<file path="src/include/cpu_defs_defs.svh">
/*
 * Core-wide constants for the 8-bit controller.
 * Special register addresses are the 8051 direct addresses. They are decoded
 * inside the core and never reach the external bus.
 * CPU_IDLE_CYCLES sets the idle wait length. The wait lasts one cycle more
 * than this value.
 */
`ifndef CPU_DEFS_DEFS_SVH
`define CPU_DEFS_DEFS_SVH

// ----------------------------------------------------------------------------
// widths
// ----------------------------------------------------------------------------
`define CPU_DATA_W 8
`define CPU_ADDR_W 16

// idle wait after reset and after NOP
`define CPU_IDLE_CYCLES 6

// ----------------------------------------------------------------------------
// internal registers in direct address space
// ----------------------------------------------------------------------------
`define CPU_SFR_ACC 8'hE0
`define CPU_SFR_B   8'hF0
`define CPU_SFR_PSW 8'hD0

`endif

</file>
<file path="src/hw/cpu_pkg.sv">
/*
 * Shared types for the controller core.
 * The state encoding is one-hot. Unsupported opcodes are not listed here
 * and are treated as NOP by the decoder.
 */
`include "cpu_defs_defs.svh"

package cpu_pkg;

    typedef enum logic [6:0] {
        ST_IDLE      = 7'b000_0001,
        ST_FETCH     = 7'b000_0010,
        ST_DECODE    = 7'b000_0100,
        ST_RAM_READ  = 7'b000_1000,
        ST_ROM_READ  = 7'b001_0000,
        ST_PROCESS   = 7'b010_0000,
        ST_RAM_WRITE = 7'b100_0000
    } cpu_state_e;

    typedef enum logic [7:0] {
        OPC_NOP         = 8'h00,
        OPC_LJMP        = 8'h02,
        OPC_INC_A       = 8'h04,
        OPC_ADD_IMM     = 8'h24,
        OPC_ADD_DIR     = 8'h25,
        OPC_ORL_IMM     = 8'h44,
        OPC_ANL_IMM     = 8'h54,
        OPC_XRL_IMM     = 8'h64,
        OPC_MOV_A_IMM   = 8'h74,
        OPC_MOV_DIR_DIR = 8'h85,
        OPC_MOV_A_DIR   = 8'hE5,
        OPC_MOV_DIR_A   = 8'hF5
    } opcode_e;

    // state entered after decode
    typedef enum logic [2:0] {
        K_ROM_READ, K_RAM_READ, K_PROCESS, K_RAM_WRITE, K_IDLE, K_FETCH
    } step_kind_e;

    typedef enum logic [2:0] {
        OPD_ACC, OPD_RAM_DATA, OPD_ROM_DATA, OPD_PCH, OPD_PCL, OPD_NONE
    } operand_e;

    typedef enum logic [2:0] {
        ALU_PASS, ALU_ADD, ALU_INC, ALU_AND, ALU_OR, ALU_XOR
    } alu_op_e;

    typedef struct packed {
        logic       cy;
        logic       ac;
        logic       f0;
        logic [1:0] rs;
        logic       ov;
        logic       f1;
        logic       p;   // parity of ACC
    } psw_t;

    typedef struct packed {
        logic [`CPU_ADDR_W-1:0] addr;
        logic                   rd_en;
        logic                   wr_en;
        logic                   ram_sel; // 1 = RAM, 0 = ROM
        logic [`CPU_DATA_W-1:0] wdata;
    } mem_req_t;

    typedef struct packed {
        step_kind_e kind;
        operand_e   dst;       // ALU a operand and result target
        operand_e   src_b;     // ALU b operand, also RAM write data
        alu_op_e    op;
        operand_e   addr_from; // register holding the direct address
    } step_t;

endpackage

</file>
<file path="src/hw/ins_decoder.sv">
/*
 * Opcode and phase to step decoder, purely combinational.
 * run_phase of 0 means the instruction has just been fetched and is read
 * as the first step. Opcodes outside the subset decode as a one-step NOP.
 */
`timescale 1ns/1ps
`include "cpu_defs_defs.svh"

module ins_decoder
    import cpu_pkg::*;
(
    input  opcode_e    opcode,
    input  logic [3:0] run_phase,
    output step_t      step,
    output logic [3:0] phase_init
);

    logic [3:0] ph;
    logic [3:0] idx;    // 0 = first step
    alu_op_e    op_sel;

    function automatic step_t mk(step_kind_e k, operand_e d, operand_e s, alu_op_e o,
                                 operand_e a);
        return '{kind: k, dst: d, src_b: s, op: o, addr_from: a};
    endfunction

    // step count and ALU operation per opcode
    always_comb begin
        case (opcode)
            OPC_MOV_A_IMM, OPC_ADD_IMM, OPC_ANL_IMM,
            OPC_ORL_IMM, OPC_XRL_IMM, OPC_MOV_DIR_A: phase_init = 4'd2;
            OPC_MOV_A_DIR, OPC_ADD_DIR:              phase_init = 4'd3;
            OPC_MOV_DIR_DIR:                         phase_init = 4'd4;
            OPC_LJMP:                                phase_init = 4'd5;
            default:                                 phase_init = 4'd1; // NOP, INC A
        endcase
        case (opcode)
            OPC_ADD_IMM, OPC_ADD_DIR: op_sel = ALU_ADD;
            OPC_ANL_IMM:              op_sel = ALU_AND;
            OPC_ORL_IMM:              op_sel = ALU_OR;
            OPC_XRL_IMM:              op_sel = ALU_XOR;
            OPC_INC_A:                op_sel = ALU_INC;
            default:                  op_sel = ALU_PASS;
        endcase
    end

    assign ph  = (run_phase == 4'd0) ? phase_init : run_phase;
    assign idx = phase_init - ph;

    always_comb begin
        step = mk(K_FETCH, OPD_NONE, OPD_NONE, ALU_PASS, OPD_NONE); // past last step
        case (opcode)
            OPC_MOV_A_IMM, OPC_ADD_IMM, OPC_ANL_IMM, OPC_ORL_IMM, OPC_XRL_IMM: begin
                if (idx == 4'd0) step = mk(K_ROM_READ, OPD_NONE, OPD_NONE, ALU_PASS, OPD_NONE);
                else if (idx == 4'd1)
                    step = mk(K_PROCESS, OPD_ACC, OPD_ROM_DATA, op_sel, OPD_NONE);
            end
            OPC_MOV_A_DIR, OPC_ADD_DIR: begin
                case (idx)
                    4'd0: step = mk(K_ROM_READ, OPD_NONE, OPD_NONE, ALU_PASS, OPD_NONE);
                    4'd1: step = mk(K_RAM_READ, OPD_NONE, OPD_NONE, ALU_PASS, OPD_ROM_DATA);
                    4'd2: step = mk(K_PROCESS, OPD_ACC, OPD_RAM_DATA, op_sel, OPD_NONE);
                    default: ;
                endcase
            end
            OPC_MOV_DIR_A: begin
                if (idx == 4'd0) step = mk(K_ROM_READ, OPD_NONE, OPD_NONE, ALU_PASS, OPD_NONE);
                else if (idx == 4'd1)
                    step = mk(K_RAM_WRITE, OPD_NONE, OPD_ACC, ALU_PASS, OPD_ROM_DATA);
            end
            OPC_MOV_DIR_DIR: begin // source byte comes first in the code stream
                case (idx)
                    4'd0, 4'd2:
                        step = mk(K_ROM_READ, OPD_NONE, OPD_NONE, ALU_PASS, OPD_NONE);
                    4'd1: step = mk(K_RAM_READ, OPD_NONE, OPD_NONE, ALU_PASS, OPD_ROM_DATA);
                    4'd3: step = mk(K_RAM_WRITE, OPD_NONE, OPD_RAM_DATA, ALU_PASS, OPD_ROM_DATA);
                    default: ;
                endcase
            end
            OPC_INC_A: begin
                if (idx == 4'd0) step = mk(K_PROCESS, OPD_ACC, OPD_NONE, ALU_INC, OPD_NONE);
            end
            OPC_LJMP: begin
                // high byte parks in the RAM data register while the low byte is read
                case (idx)
                    4'd0, 4'd2:
                        step = mk(K_ROM_READ, OPD_NONE, OPD_NONE, ALU_PASS, OPD_NONE);
                    4'd1: step = mk(K_PROCESS, OPD_RAM_DATA, OPD_ROM_DATA, ALU_PASS, OPD_NONE);
                    4'd3: step = mk(K_PROCESS, OPD_PCL, OPD_ROM_DATA, ALU_PASS, OPD_NONE);
                    4'd4: step = mk(K_PROCESS, OPD_PCH, OPD_RAM_DATA, ALU_PASS, OPD_NONE);
                    default: ;
                endcase
            end
            default: begin
                if (idx == 4'd0) step = mk(K_IDLE, OPD_NONE, OPD_NONE, ALU_PASS, OPD_NONE);
            end
        endcase
    end

endmodule

</file>
<file path="src/hw/alu.sv">
/*
 * 8-bit ALU, combinational.
 * Only ADD touches the flags (cy, ac, ov). Parity is left to the caller,
 * which knows whether the result lands in ACC.
 */
`timescale 1ns/1ps
`include "cpu_defs_defs.svh"

module alu
    import cpu_pkg::*;
(
    input  alu_op_e                op,
    input  logic [`CPU_DATA_W-1:0] a,
    input  logic [`CPU_DATA_W-1:0] b,
    input  psw_t                   psw_in,
    output logic [`CPU_DATA_W-1:0] result,
    output psw_t                   psw_out
);

    logic [`CPU_DATA_W:0] sum;   // with carry out
    logic [4:0]           half;  // low nibble sum, bit 4 is aux carry

    assign sum  = {1'b0, a} + {1'b0, b};
    assign half = {1'b0, a[3:0]} + {1'b0, b[3:0]};

    always_comb begin
        psw_out = psw_in;
        case (op)
            ALU_ADD: begin
                result     = sum[`CPU_DATA_W-1:0];
                psw_out.cy = sum[`CPU_DATA_W];
                psw_out.ac = half[4];
                // same operand signs, different result sign
                psw_out.ov = (a[7] == b[7]) && (sum[7] != a[7]);
            end
            ALU_INC: result = a + 8'd1; // flags untouched
            ALU_AND: result = a & b;
            ALU_OR:  result = a | b;
            ALU_XOR: result = a ^ b;
            default: result = b;        // PASS
        endcase
    end

endmodule

</file>
<file path="src/hw/cpu_control.sv">
/*
 * Core sequencer: state machine, registers, program counter, bus driver.
 * Bus reads and writes are single-cycle strobes with no wait states. The
 * strobe is registered in the first cycle of a state and rdata is captured
 * at the end of the second. Direct addresses E0h, F0h and D0h are served
 * internally in one cycle without a strobe. ROM is never written.
 */
`timescale 1ns/1ps
`include "cpu_defs_defs.svh"

module cpu_control
    import cpu_pkg::*;
(
    input  logic       clk,
    input  logic       rst_n,
    input  logic [7:0] rdata,
    input  step_t      step,
    input  logic [3:0] phase_init,
    output opcode_e    opcode,
    output logic [3:0] run_phase,
    output alu_op_e    alu_op,
    output logic [7:0] alu_a,
    output logic [7:0] alu_b,
    output psw_t       psw_cur,
    input  logic [7:0] alu_result,
    input  psw_t       psw_new,
    output mem_req_t   mem
);

    localparam int CNT_W = $clog2(`CPU_IDLE_CYCLES + 1);

    cpu_state_e state, state_nxt;
    logic       second, second_nxt;       // second cycle of a bus state
    logic [CNT_W-1:0] idle_cnt, idle_cnt_nxt;
    logic [3:0] phase, phase_nxt;
    logic [7:0] acc, acc_nxt, b_reg, b_nxt;
    psw_t       psw, psw_nxt;
    logic [15:0] pc, pc_nxt;
    mem_req_t   mem_q, mem_nxt;
    logic [7:0] ir, ir_nxt;               // instruction register
    logic [7:0] rom_q, rom_q_nxt, ram_q, ram_q_nxt;
    logic [7:0] ram_addr, sfr_val;
    logic       sfr_hit, step_done;

    function automatic logic [7:0] pick(operand_e sel, logic [7:0] acc_v, logic [7:0] ram_v,
                                        logic [7:0] rom_v, logic [15:0] pc_v);
        case (sel)
            OPD_ACC:      return acc_v;
            OPD_RAM_DATA: return ram_v;
            OPD_ROM_DATA: return rom_v;
            OPD_PCH:      return pc_v[15:8];
            OPD_PCL:      return pc_v[7:0];
            default:      return 8'h00;
        endcase
    endfunction

    assign opcode    = opcode_e'(ir);
    assign run_phase = phase;
    assign alu_op    = step.op;
    assign alu_a     = pick(step.dst, acc, ram_q, rom_q, pc);
    assign alu_b     = pick(step.src_b, acc, ram_q, rom_q, pc); // also write data
    assign ram_addr  = pick(step.addr_from, acc, ram_q, rom_q, pc);
    assign psw_cur   = psw;
    assign mem       = mem_q;

    always_comb begin
        sfr_hit = 1'b1;
        case (ram_addr)
            `CPU_SFR_ACC: sfr_val = acc;
            `CPU_SFR_B:   sfr_val = b_reg;
            `CPU_SFR_PSW: sfr_val = psw;
            default: begin
                sfr_hit = 1'b0;
                sfr_val = 8'h00;
            end
        endcase
    end

    // ------------------------------------------------------------------------
    // next state
    // ------------------------------------------------------------------------
    always_comb begin
        state_nxt    = state;
        second_nxt   = 1'b0;
        idle_cnt_nxt = idle_cnt;
        phase_nxt    = phase;
        acc_nxt      = acc;
        b_nxt        = b_reg;
        psw_nxt      = psw;
        pc_nxt       = pc;
        ir_nxt       = ir;
        rom_q_nxt    = rom_q;
        ram_q_nxt    = ram_q;
        mem_nxt       = mem_q;
        mem_nxt.rd_en = 1'b0;      // strobes last one cycle
        mem_nxt.wr_en = 1'b0;
        step_done    = 1'b0;

        case (state)
            ST_IDLE: begin
                if (idle_cnt == '0) begin
                    state_nxt    = ST_FETCH;
                    idle_cnt_nxt = CNT_W'(`CPU_IDLE_CYCLES);
                end else begin
                    idle_cnt_nxt = idle_cnt - 1'b1;
                end
            end
            ST_FETCH: begin
                phase_nxt = 4'd0;
                if (second) begin
                    ir_nxt    = rdata;
                    pc_nxt    = pc + 16'd1;
                    state_nxt = ST_DECODE;
                end else begin
                    mem_nxt.addr    = pc;
                    mem_nxt.ram_sel = 1'b0;
                    mem_nxt.rd_en   = 1'b1;
                    second_nxt      = 1'b1;
                end
            end
            ST_DECODE: begin
                if (phase == 4'd0) phase_nxt = phase_init;
                case (step.kind)
                    K_ROM_READ:  state_nxt = ST_ROM_READ;
                    K_RAM_READ:  state_nxt = ST_RAM_READ;
                    K_PROCESS:   state_nxt = ST_PROCESS;
                    K_RAM_WRITE: state_nxt = ST_RAM_WRITE;
                    K_IDLE:      state_nxt = ST_IDLE;
                    default:     state_nxt = ST_FETCH;
                endcase
            end
            ST_ROM_READ: begin
                if (second) begin
                    rom_q_nxt = rdata;
                    pc_nxt    = pc + 16'd1;
                    step_done = 1'b1;
                end else begin
                    mem_nxt.addr    = pc;
                    mem_nxt.ram_sel = 1'b0;
                    mem_nxt.rd_en   = 1'b1;
                    second_nxt      = 1'b1;
                end
            end
            ST_RAM_READ: begin
                if (sfr_hit) begin
                    ram_q_nxt = sfr_val;
                    step_done = 1'b1;
                end else if (second) begin
                    ram_q_nxt = rdata;
                    step_done = 1'b1;
                end else begin
                    mem_nxt.addr    = {8'h00, ram_addr};
                    mem_nxt.ram_sel = 1'b1;
                    mem_nxt.rd_en   = 1'b1;
                    second_nxt      = 1'b1;
                end
            end
            ST_PROCESS: begin
                step_done = 1'b1;
                case (step.dst)
                    OPD_ACC: begin
                        acc_nxt   = alu_result;
                        psw_nxt   = psw_new;
                        psw_nxt.p = ^alu_result;
                    end
                    OPD_RAM_DATA: ram_q_nxt = alu_result;
                    OPD_ROM_DATA: rom_q_nxt = alu_result;
                    OPD_PCH:      pc_nxt[15:8] = alu_result;
                    OPD_PCL:      pc_nxt[7:0] = alu_result;
                    default: ;
                endcase
            end
            ST_RAM_WRITE: begin
                if (sfr_hit) begin
                    step_done = 1'b1;
                    case (ram_addr)
                        `CPU_SFR_ACC: begin
                            acc_nxt   = alu_b;
                            psw_nxt.p = ^alu_b;
                        end
                        `CPU_SFR_B: b_nxt   = alu_b;
                        default:    psw_nxt = psw_t'(alu_b);
                    endcase
                end else if (second) begin
                    step_done = 1'b1;
                end else begin
                    mem_nxt.addr    = {8'h00, ram_addr};
                    mem_nxt.ram_sel = 1'b1;
                    mem_nxt.wdata   = alu_b;
                    mem_nxt.wr_en   = 1'b1;
                    second_nxt      = 1'b1;
                end
            end
            default: state_nxt = ST_IDLE;
        endcase

        // last phase ends the instruction
        if (step_done) begin
            phase_nxt = phase - 4'd1;
            state_nxt = (phase == 4'd1) ? ST_FETCH : ST_DECODE;
        end
    end

    // ------------------------------------------------------------------------
    // registers
    // ------------------------------------------------------------------------
    always_ff @(posedge clk or negedge rst_n) begin
        if (!rst_n) begin
            state    <= ST_IDLE;
            second   <= 1'b0;
            idle_cnt <= CNT_W'(`CPU_IDLE_CYCLES);
            phase    <= 4'd0;
            acc      <= 8'h00;
            b_reg    <= 8'h00;
            psw      <= '0;
            pc       <= 16'h0000;
            mem_q    <= '0;
        end else begin
            state    <= state_nxt;
            second   <= second_nxt;
            idle_cnt <= idle_cnt_nxt;
            phase    <= phase_nxt;
            acc      <= acc_nxt;
            b_reg    <= b_nxt;
            psw      <= psw_nxt;
            pc       <= pc_nxt;
            mem_q    <= mem_nxt;
        end
    end

    always_ff @(posedge clk) begin
        ir    <= ir_nxt;
        rom_q <= rom_q_nxt;
        ram_q <= ram_q_nxt;
    end

endmodule

</file>
<file path="src/hw/cpu_top.sv">
/*
 * Controller core top level.
 * One external bus for ROM and RAM. rdata must be valid combinationally
 * while mem.rd_en is high, and there is no wait state.
 */
`timescale 1ns/1ps
`include "cpu_defs_defs.svh"

module cpu_top
    import cpu_pkg::*;
(
    input  logic                   clk,
    input  logic                   rst_n,
    input  logic [`CPU_DATA_W-1:0] rdata,
    output mem_req_t               mem
);

    step_t      step;
    opcode_e    opcode;
    logic [3:0] run_phase, phase_init;
    alu_op_e    alu_op;
    logic [7:0] alu_a, alu_b, alu_result;
    psw_t       psw_cur, psw_new;

    ins_decoder dec_i (
        .opcode(opcode),
        .run_phase(run_phase),
        .step(step),
        .phase_init(phase_init)
    );

    alu alu_i (
        .op(alu_op),
        .a(alu_a),
        .b(alu_b),
        .psw_in(psw_cur),
        .result(alu_result),
        .psw_out(psw_new)
    );

    cpu_control ctrl_i (
        .clk(clk),
        .rst_n(rst_n),
        .rdata(rdata),
        .step(step),
        .phase_init(phase_init),
        .opcode(opcode),
        .run_phase(run_phase),
        .alu_op(alu_op),
        .alu_a(alu_a),
        .alu_b(alu_b),
        .psw_cur(psw_cur),
        .alu_result(alu_result),
        .psw_new(psw_new),
        .mem(mem)
    );

endmodule

</file>
<file path="config.mk">
export PLATFORM = sky130hd
export DESIGN_NAME = cpu_top
export DESIGN_NICKNAME = d
export VERILOG_FILES = /design/src/hw/cpu_pkg.sv /design/src/hw/ins_decoder.sv /design/src/hw/alu.sv /design/src/hw/cpu_control.sv /design/src/hw/cpu_top.sv
export VERILOG_INCLUDE_DIRS = /design/src /design/src/include
export SDC_FILE = /design/constraint.sdc
export NUM_CORES = 1
export LEC_CHECK = 0
export BUFFER_PORTS_ARGS = -buffer_cell sky130_fd_sc_hd__buf_4
export CAP_MARGIN = 20
export CORE_UTILIZATION = 55
export CTS_CLUSTER_DIAMETER = 60
export DETAILED_ROUTE_END_ITERATION = 12
export HOLD_SLACK_MARGIN = 0.08
export PLACE_DENSITY = 0.72
export SETUP_SLACK_MARGIN = 0.1
export SYNTH_ARGS = -nofsm -noshare
export SYNTH_HDL_FRONTEND = slang
export SYNTH_HIERARCHICAL = 1
export SYNTH_SLANG_ARGS = --single-unit
</file>
<file path="constraint.sdc">
create_clock -name clk -period 20.3 [get_ports clk]
set_clock_uncertainty 0.15 [all_clocks]
set_input_delay 3.045 -clock clk [delete_from_list [all_inputs] [get_ports clk]]
set_output_delay 3.045 -clock clk [all_outputs]
set_load 0.05 [all_outputs]
</file>
### Word-level counts from Yosys, hierarchy flattened

Cells that the tools add are included.
Widths: inputs -> output; s select.

* bitwise gates (word level): 7
* shift operators: 0
* reduce and logical (&&, ||, !) cells: 39
* multiplexer cells: 69
* add/subtract/negate cells: 7
* div/mod/pow operators: 0
* multipliers: 0
* equality and inequality tests: 70
* $lt $le $gt $ge: 0

Operators by type and width (number)
* $pmux 8 s5: 4
* $pmux 15 s3: 2
* $pmux 15 s6: 1
* $mux 8: 11
* $mux 15: 5
* $pmux 8 s2: 4
* $pmux 15 s4: 1
* $mux 17: 3
* $eq 8x8->1 const B: 6
* $mux 16: 3
* $pmux 16 s3: 1
* $pmux 7 s5: 1
* $eq 8x7->1 const B: 4
* $pmux 16 s2: 1
* $eq 3x2->1 const B: 10
* $mux 7: 4
* $pmux 7 s4: 1
* $ne 2x2->1 const B: 13
* $pmux 3 s4: 2
* $pmux 8 s3: 1
* $reduce_and 3->1: 7
* $mux 10: 2
* $eq 3x3->1 const B: 6
* $add 16x1->16 const B: 1
* other kinds (51): 98

* latch bits: 0
* bits in read-only memories: 0
* memories: 0
* RAM bits: 0
* flip-flop bits (word level): 106

### Longest topological paths before layout

* depth after elaboration: 18
* gate-level depth with buffers: 33
* mapped depth without buffers: 29

### Cells and area by module

The synthesis kept the hierarchy.

By module, submodules not included
* cpu_control: instances 1, cells each 696, area each 6563.8 sq um, seq. area each 2776.4 sq um
* alu: instances 1, cells each 170, area each 1164.9 sq um, seq. area each 0.0 sq um
* ins_decoder: instances 1, cells each 143, area each 944.7 sq um, seq. area each 0.0 sq um

### Worst setup path after synthesis

OpenSTA, ideal clock, no wires.

* path type: reg-to-reg
* start: register ctrl_i.ir[7] (netlist: ctrl_i/opcode[7])
* end: register ctrl_i.psw, in the netlist ctrl_i/psw_cur[0]
* setup time: 120 ps
* arrival time: 6772 ps
* setup slack: 13258 ps
* path buffers: 4
* data required time: 20030 ps
* stages on the path, launching flop included: 33
* path through: edfxtp_1 -> buf_2 -> or4b_4 -> nor3_2 -> a211oi_1 -> o41ai_1 -> ha_1 -> inv_1 -> ha_1 -> nor2b_1 -> a221o_1 -> nor2_4 -> nand3_2 -> buf_6 -> o211ai_2 -> nand3_1 -> clkbuf_1 -> nor2b_1 -> clkbuf_1 -> a22oi_1 -> o22ai_1 -> inv_1 -> ha_1 -> a211oi_2 -> o211ai_2 -> a31oi_4 -> xnor2_1 -> o21ai_0 -> xnor2_1 -> xnor2_1 -> xnor2_1 -> a22oi_1 -> a31o_2

RTL lines
* start, declared: RTL line cpu_control.sv:40 `logic [7:0] ir, ir_nxt;`
* start signal, assigned: RTL line cpu_control.sv:232 `ir <= ir_nxt;`
* end signal, assigned: RTL line cpu_control.sv:225 `psw <= psw_nxt;`
* end, declared: RTL line cpu_control.sv:37 `psw_t psw, psw_nxt;`

==> flow_metrics.py <==
metrics = {
    "logic_synthesis": {
        "syn_area_per_cell_um2": 8.60,
        "synth_fp_nets": 1045,
        "yosysWarnings": 6,
        "netlist_area_um2": 8670,
        "syn_inst": 1008,
    },
    "setup_path": {
        "crit_type": "reg2reg",
        "critPathTopFamily": "compound AO/OA/AOI/OAI gates",
        "max_stage_delay_ns": 0.69,
        "cp-start-kind": "flop",
        "rr_worst_depth": 29,
        "worst-path-stages": 29,
        "cp_num_buf_inv": 2,
        "cpMostUsedCell": "xnor2_1",
        "crit_fanout": 13,
        "crit_slowest_cell": "nor2_1",
        "worst_ep_required_time_ns": 20.40,
        "crit_arrival_ns": 9.00,
        "critPathCaptureType": "flop",
    },
    "routing": {
        "avgRoutedWirePerCell_um": 21.0,
        "via_per_inst": 6.33,
        "drc": 0,
        "detail-route-antenna-nets": 0,
        "dr_total_vias": 7703,
        "firstDrtPassIters": 5,
        "drt-initial-drc-count": 826,
        "drt_wl_total_um": 25600,
    },
    "cells_and_area": {
        "drive_above_1_share": 0.169,
        "final_common_cell": "nand2_1",
        "layout_common_cells": "nand2_1, o21ai_0, dfrtp_1, nor2_1, inv_1",
        "fin_nets": 1037,
        "postLayoutCellArea_um2": 9300,
        "antennaDiodeCount": 0,
        "fin_cells": 1216,
        "syn2layout_area_growth_pct": 7.32,
        "largest_reg_flops": 27,
        "fin_util": 0.607,
    },
    "clock_tree": {
        "clock-sinks": 106,
        "cts-root-buf": "clkbuf_16",
        "htree_levels": 3,
        "clk_latency_ns": 0.36,
        "clk_path_buf_depth": 2,
        "cts_buffers": 9,
        "cts_tree": "yes",
        "ctsResizeCount": 0,
        "cts_setup_buffers": 0,
        "hold_buffers": 0,
        "cts.clk_slew.worst_paths_ns": 0.08,
    },
    "pwr": {
        "ir_worst_vdd_v": 0.0000441,
        "p_leak_nw": 3.85,
        "power_density_nw_per_um2": 63.2,
    },
    "worst_hold_path": {
        "hold_class": "reg2reg",
        "worstHoldPathCells": 2,
    },
    "grt": {
        "busiest_layer": "met2",
        "grt.overflow.total": 0,
        "use_met1": 0.467,
        "grt_pass1_wl_um": 40100,
        "grt_pass1_vias": 6987,
        "grt.total_usage": 0.325,
        "grt_max_degree": 80,
        "grt_util_met2": 0.497,
        "met3_usage": 0.0570,
        "antenna_found_initial": 1,
    },
    "die": {
        "core.rowCount": 45,
        "io_pins": 37,
        "die_h_um": 128,
        "die_x_um": 128,
        "start_util": 0.566,
        "dieArea_um2": 16300,
        "placeableCoreArea_um2": 15300,
    },
    "job": {
        "drv_cap": 0,
    },
    "place": {
        "postPlaceCellArea_um2": 8960,
        "hpwl_um": 18800,
        "port_buffers": 36,
        "placed_cells": 1198,
        "routabilityCongestion": 0.978,
    },
    "timing": {
        "fmax_mhz": 112,
        "fin_tns_setup_ns": 0,
        "drv_slew": 0,
        "worstMarginPinSlew_ns": 1.06,
        "finalSetupViolCount": 0,
        "slew_headroom": 0.292,
        "period_needed_ns": 8.90,
        "fin_crit_sh": 0.438,
        "hold_viol": 0,
        "rsz0062_at_grt": "no",
    },
    "outcome": {
        "status": "finished, final reports clean",
    },
}
path summary, 6_finish.rpt:
kind                                    start                  end  slack (ns)
setup / recovery             ctrl_i/opcode[3]    ctrl_i/psw_cur[0]       11.40
hold / removal             ctrl_i/idle_cnt[2]   ctrl_i/idle_cnt[2]        0.33
setup reg to reg             ctrl_i/opcode[3]    ctrl_i/psw_cur[0]       11.40
hold reg to reg            ctrl_i/idle_cnt[2]   ctrl_i/idle_cnt[2]        0.33
max in group asynchronous               rst_n   ctrl_i/idle_cnt[1]       16.73
min in group asynchronous               rst_n  ctrl_i/run_phase[3]        2.31
power by group:
group / switching [W] / leakage (nW) / internal [W]
clock network: 0.0000900 / 0.146 / 0.0000878
registers: 0.0000193 / 1.34 / 0.000235
logic: 0.000102 / 2.37 / 0.0000548
total: 0.000211 / 3.85 / 0.000377
final cells by class:
| type | count | area, µm² |
|---|---|---|
| clock buffers | 9 | 225 |
| clock inverters | 7 | 80.1 |
| fillers | 1375 | 6010 |
| inverters | 56 | 210 |
| multi-input cells | 774 | 5330 |
| flip-flops and latches | 106 | 2780 |
| well taps | 211 | 264 |
| repair buffers | 53 | 418 |
per-stage QoR:
step                hold WS, ns  total power, W  worst slack, ns
finish                    0.329        0.000588            11.40
global route              0.349        0.000620            10.70
CTS                       0.335        0.000590            11.49
detailed placement        0.322        0.000411            11.52
global placement          0.316        0.000409            11.73
floorplan                 0.311        0.000371            13.26
worst register-to-register path: cells and delay by family, from the launching register on:
kind                       cells  cell delay (ns)
and+or+nand+nor                7             2.68
adders and majority gates      3             0.77
xor gates and xnor gates       4             0.62
DFF                            1             0.45
buffers and inverters          2             0.17
AOI/OAI and AO/OA             13             3.94
metal layers:
| layer | up-vias | part of all wire |
|---|---|---|
| met5 | - | 0.00035 |
| met4 | 2 | 0.023 |
| met3 | 47 | 0.077 |
| met2 | 309 | 0.45 |
| met1 | 3695 | 0.45 |
| li1 | 3650 | - |
Power figures use the tool's default switching activity.
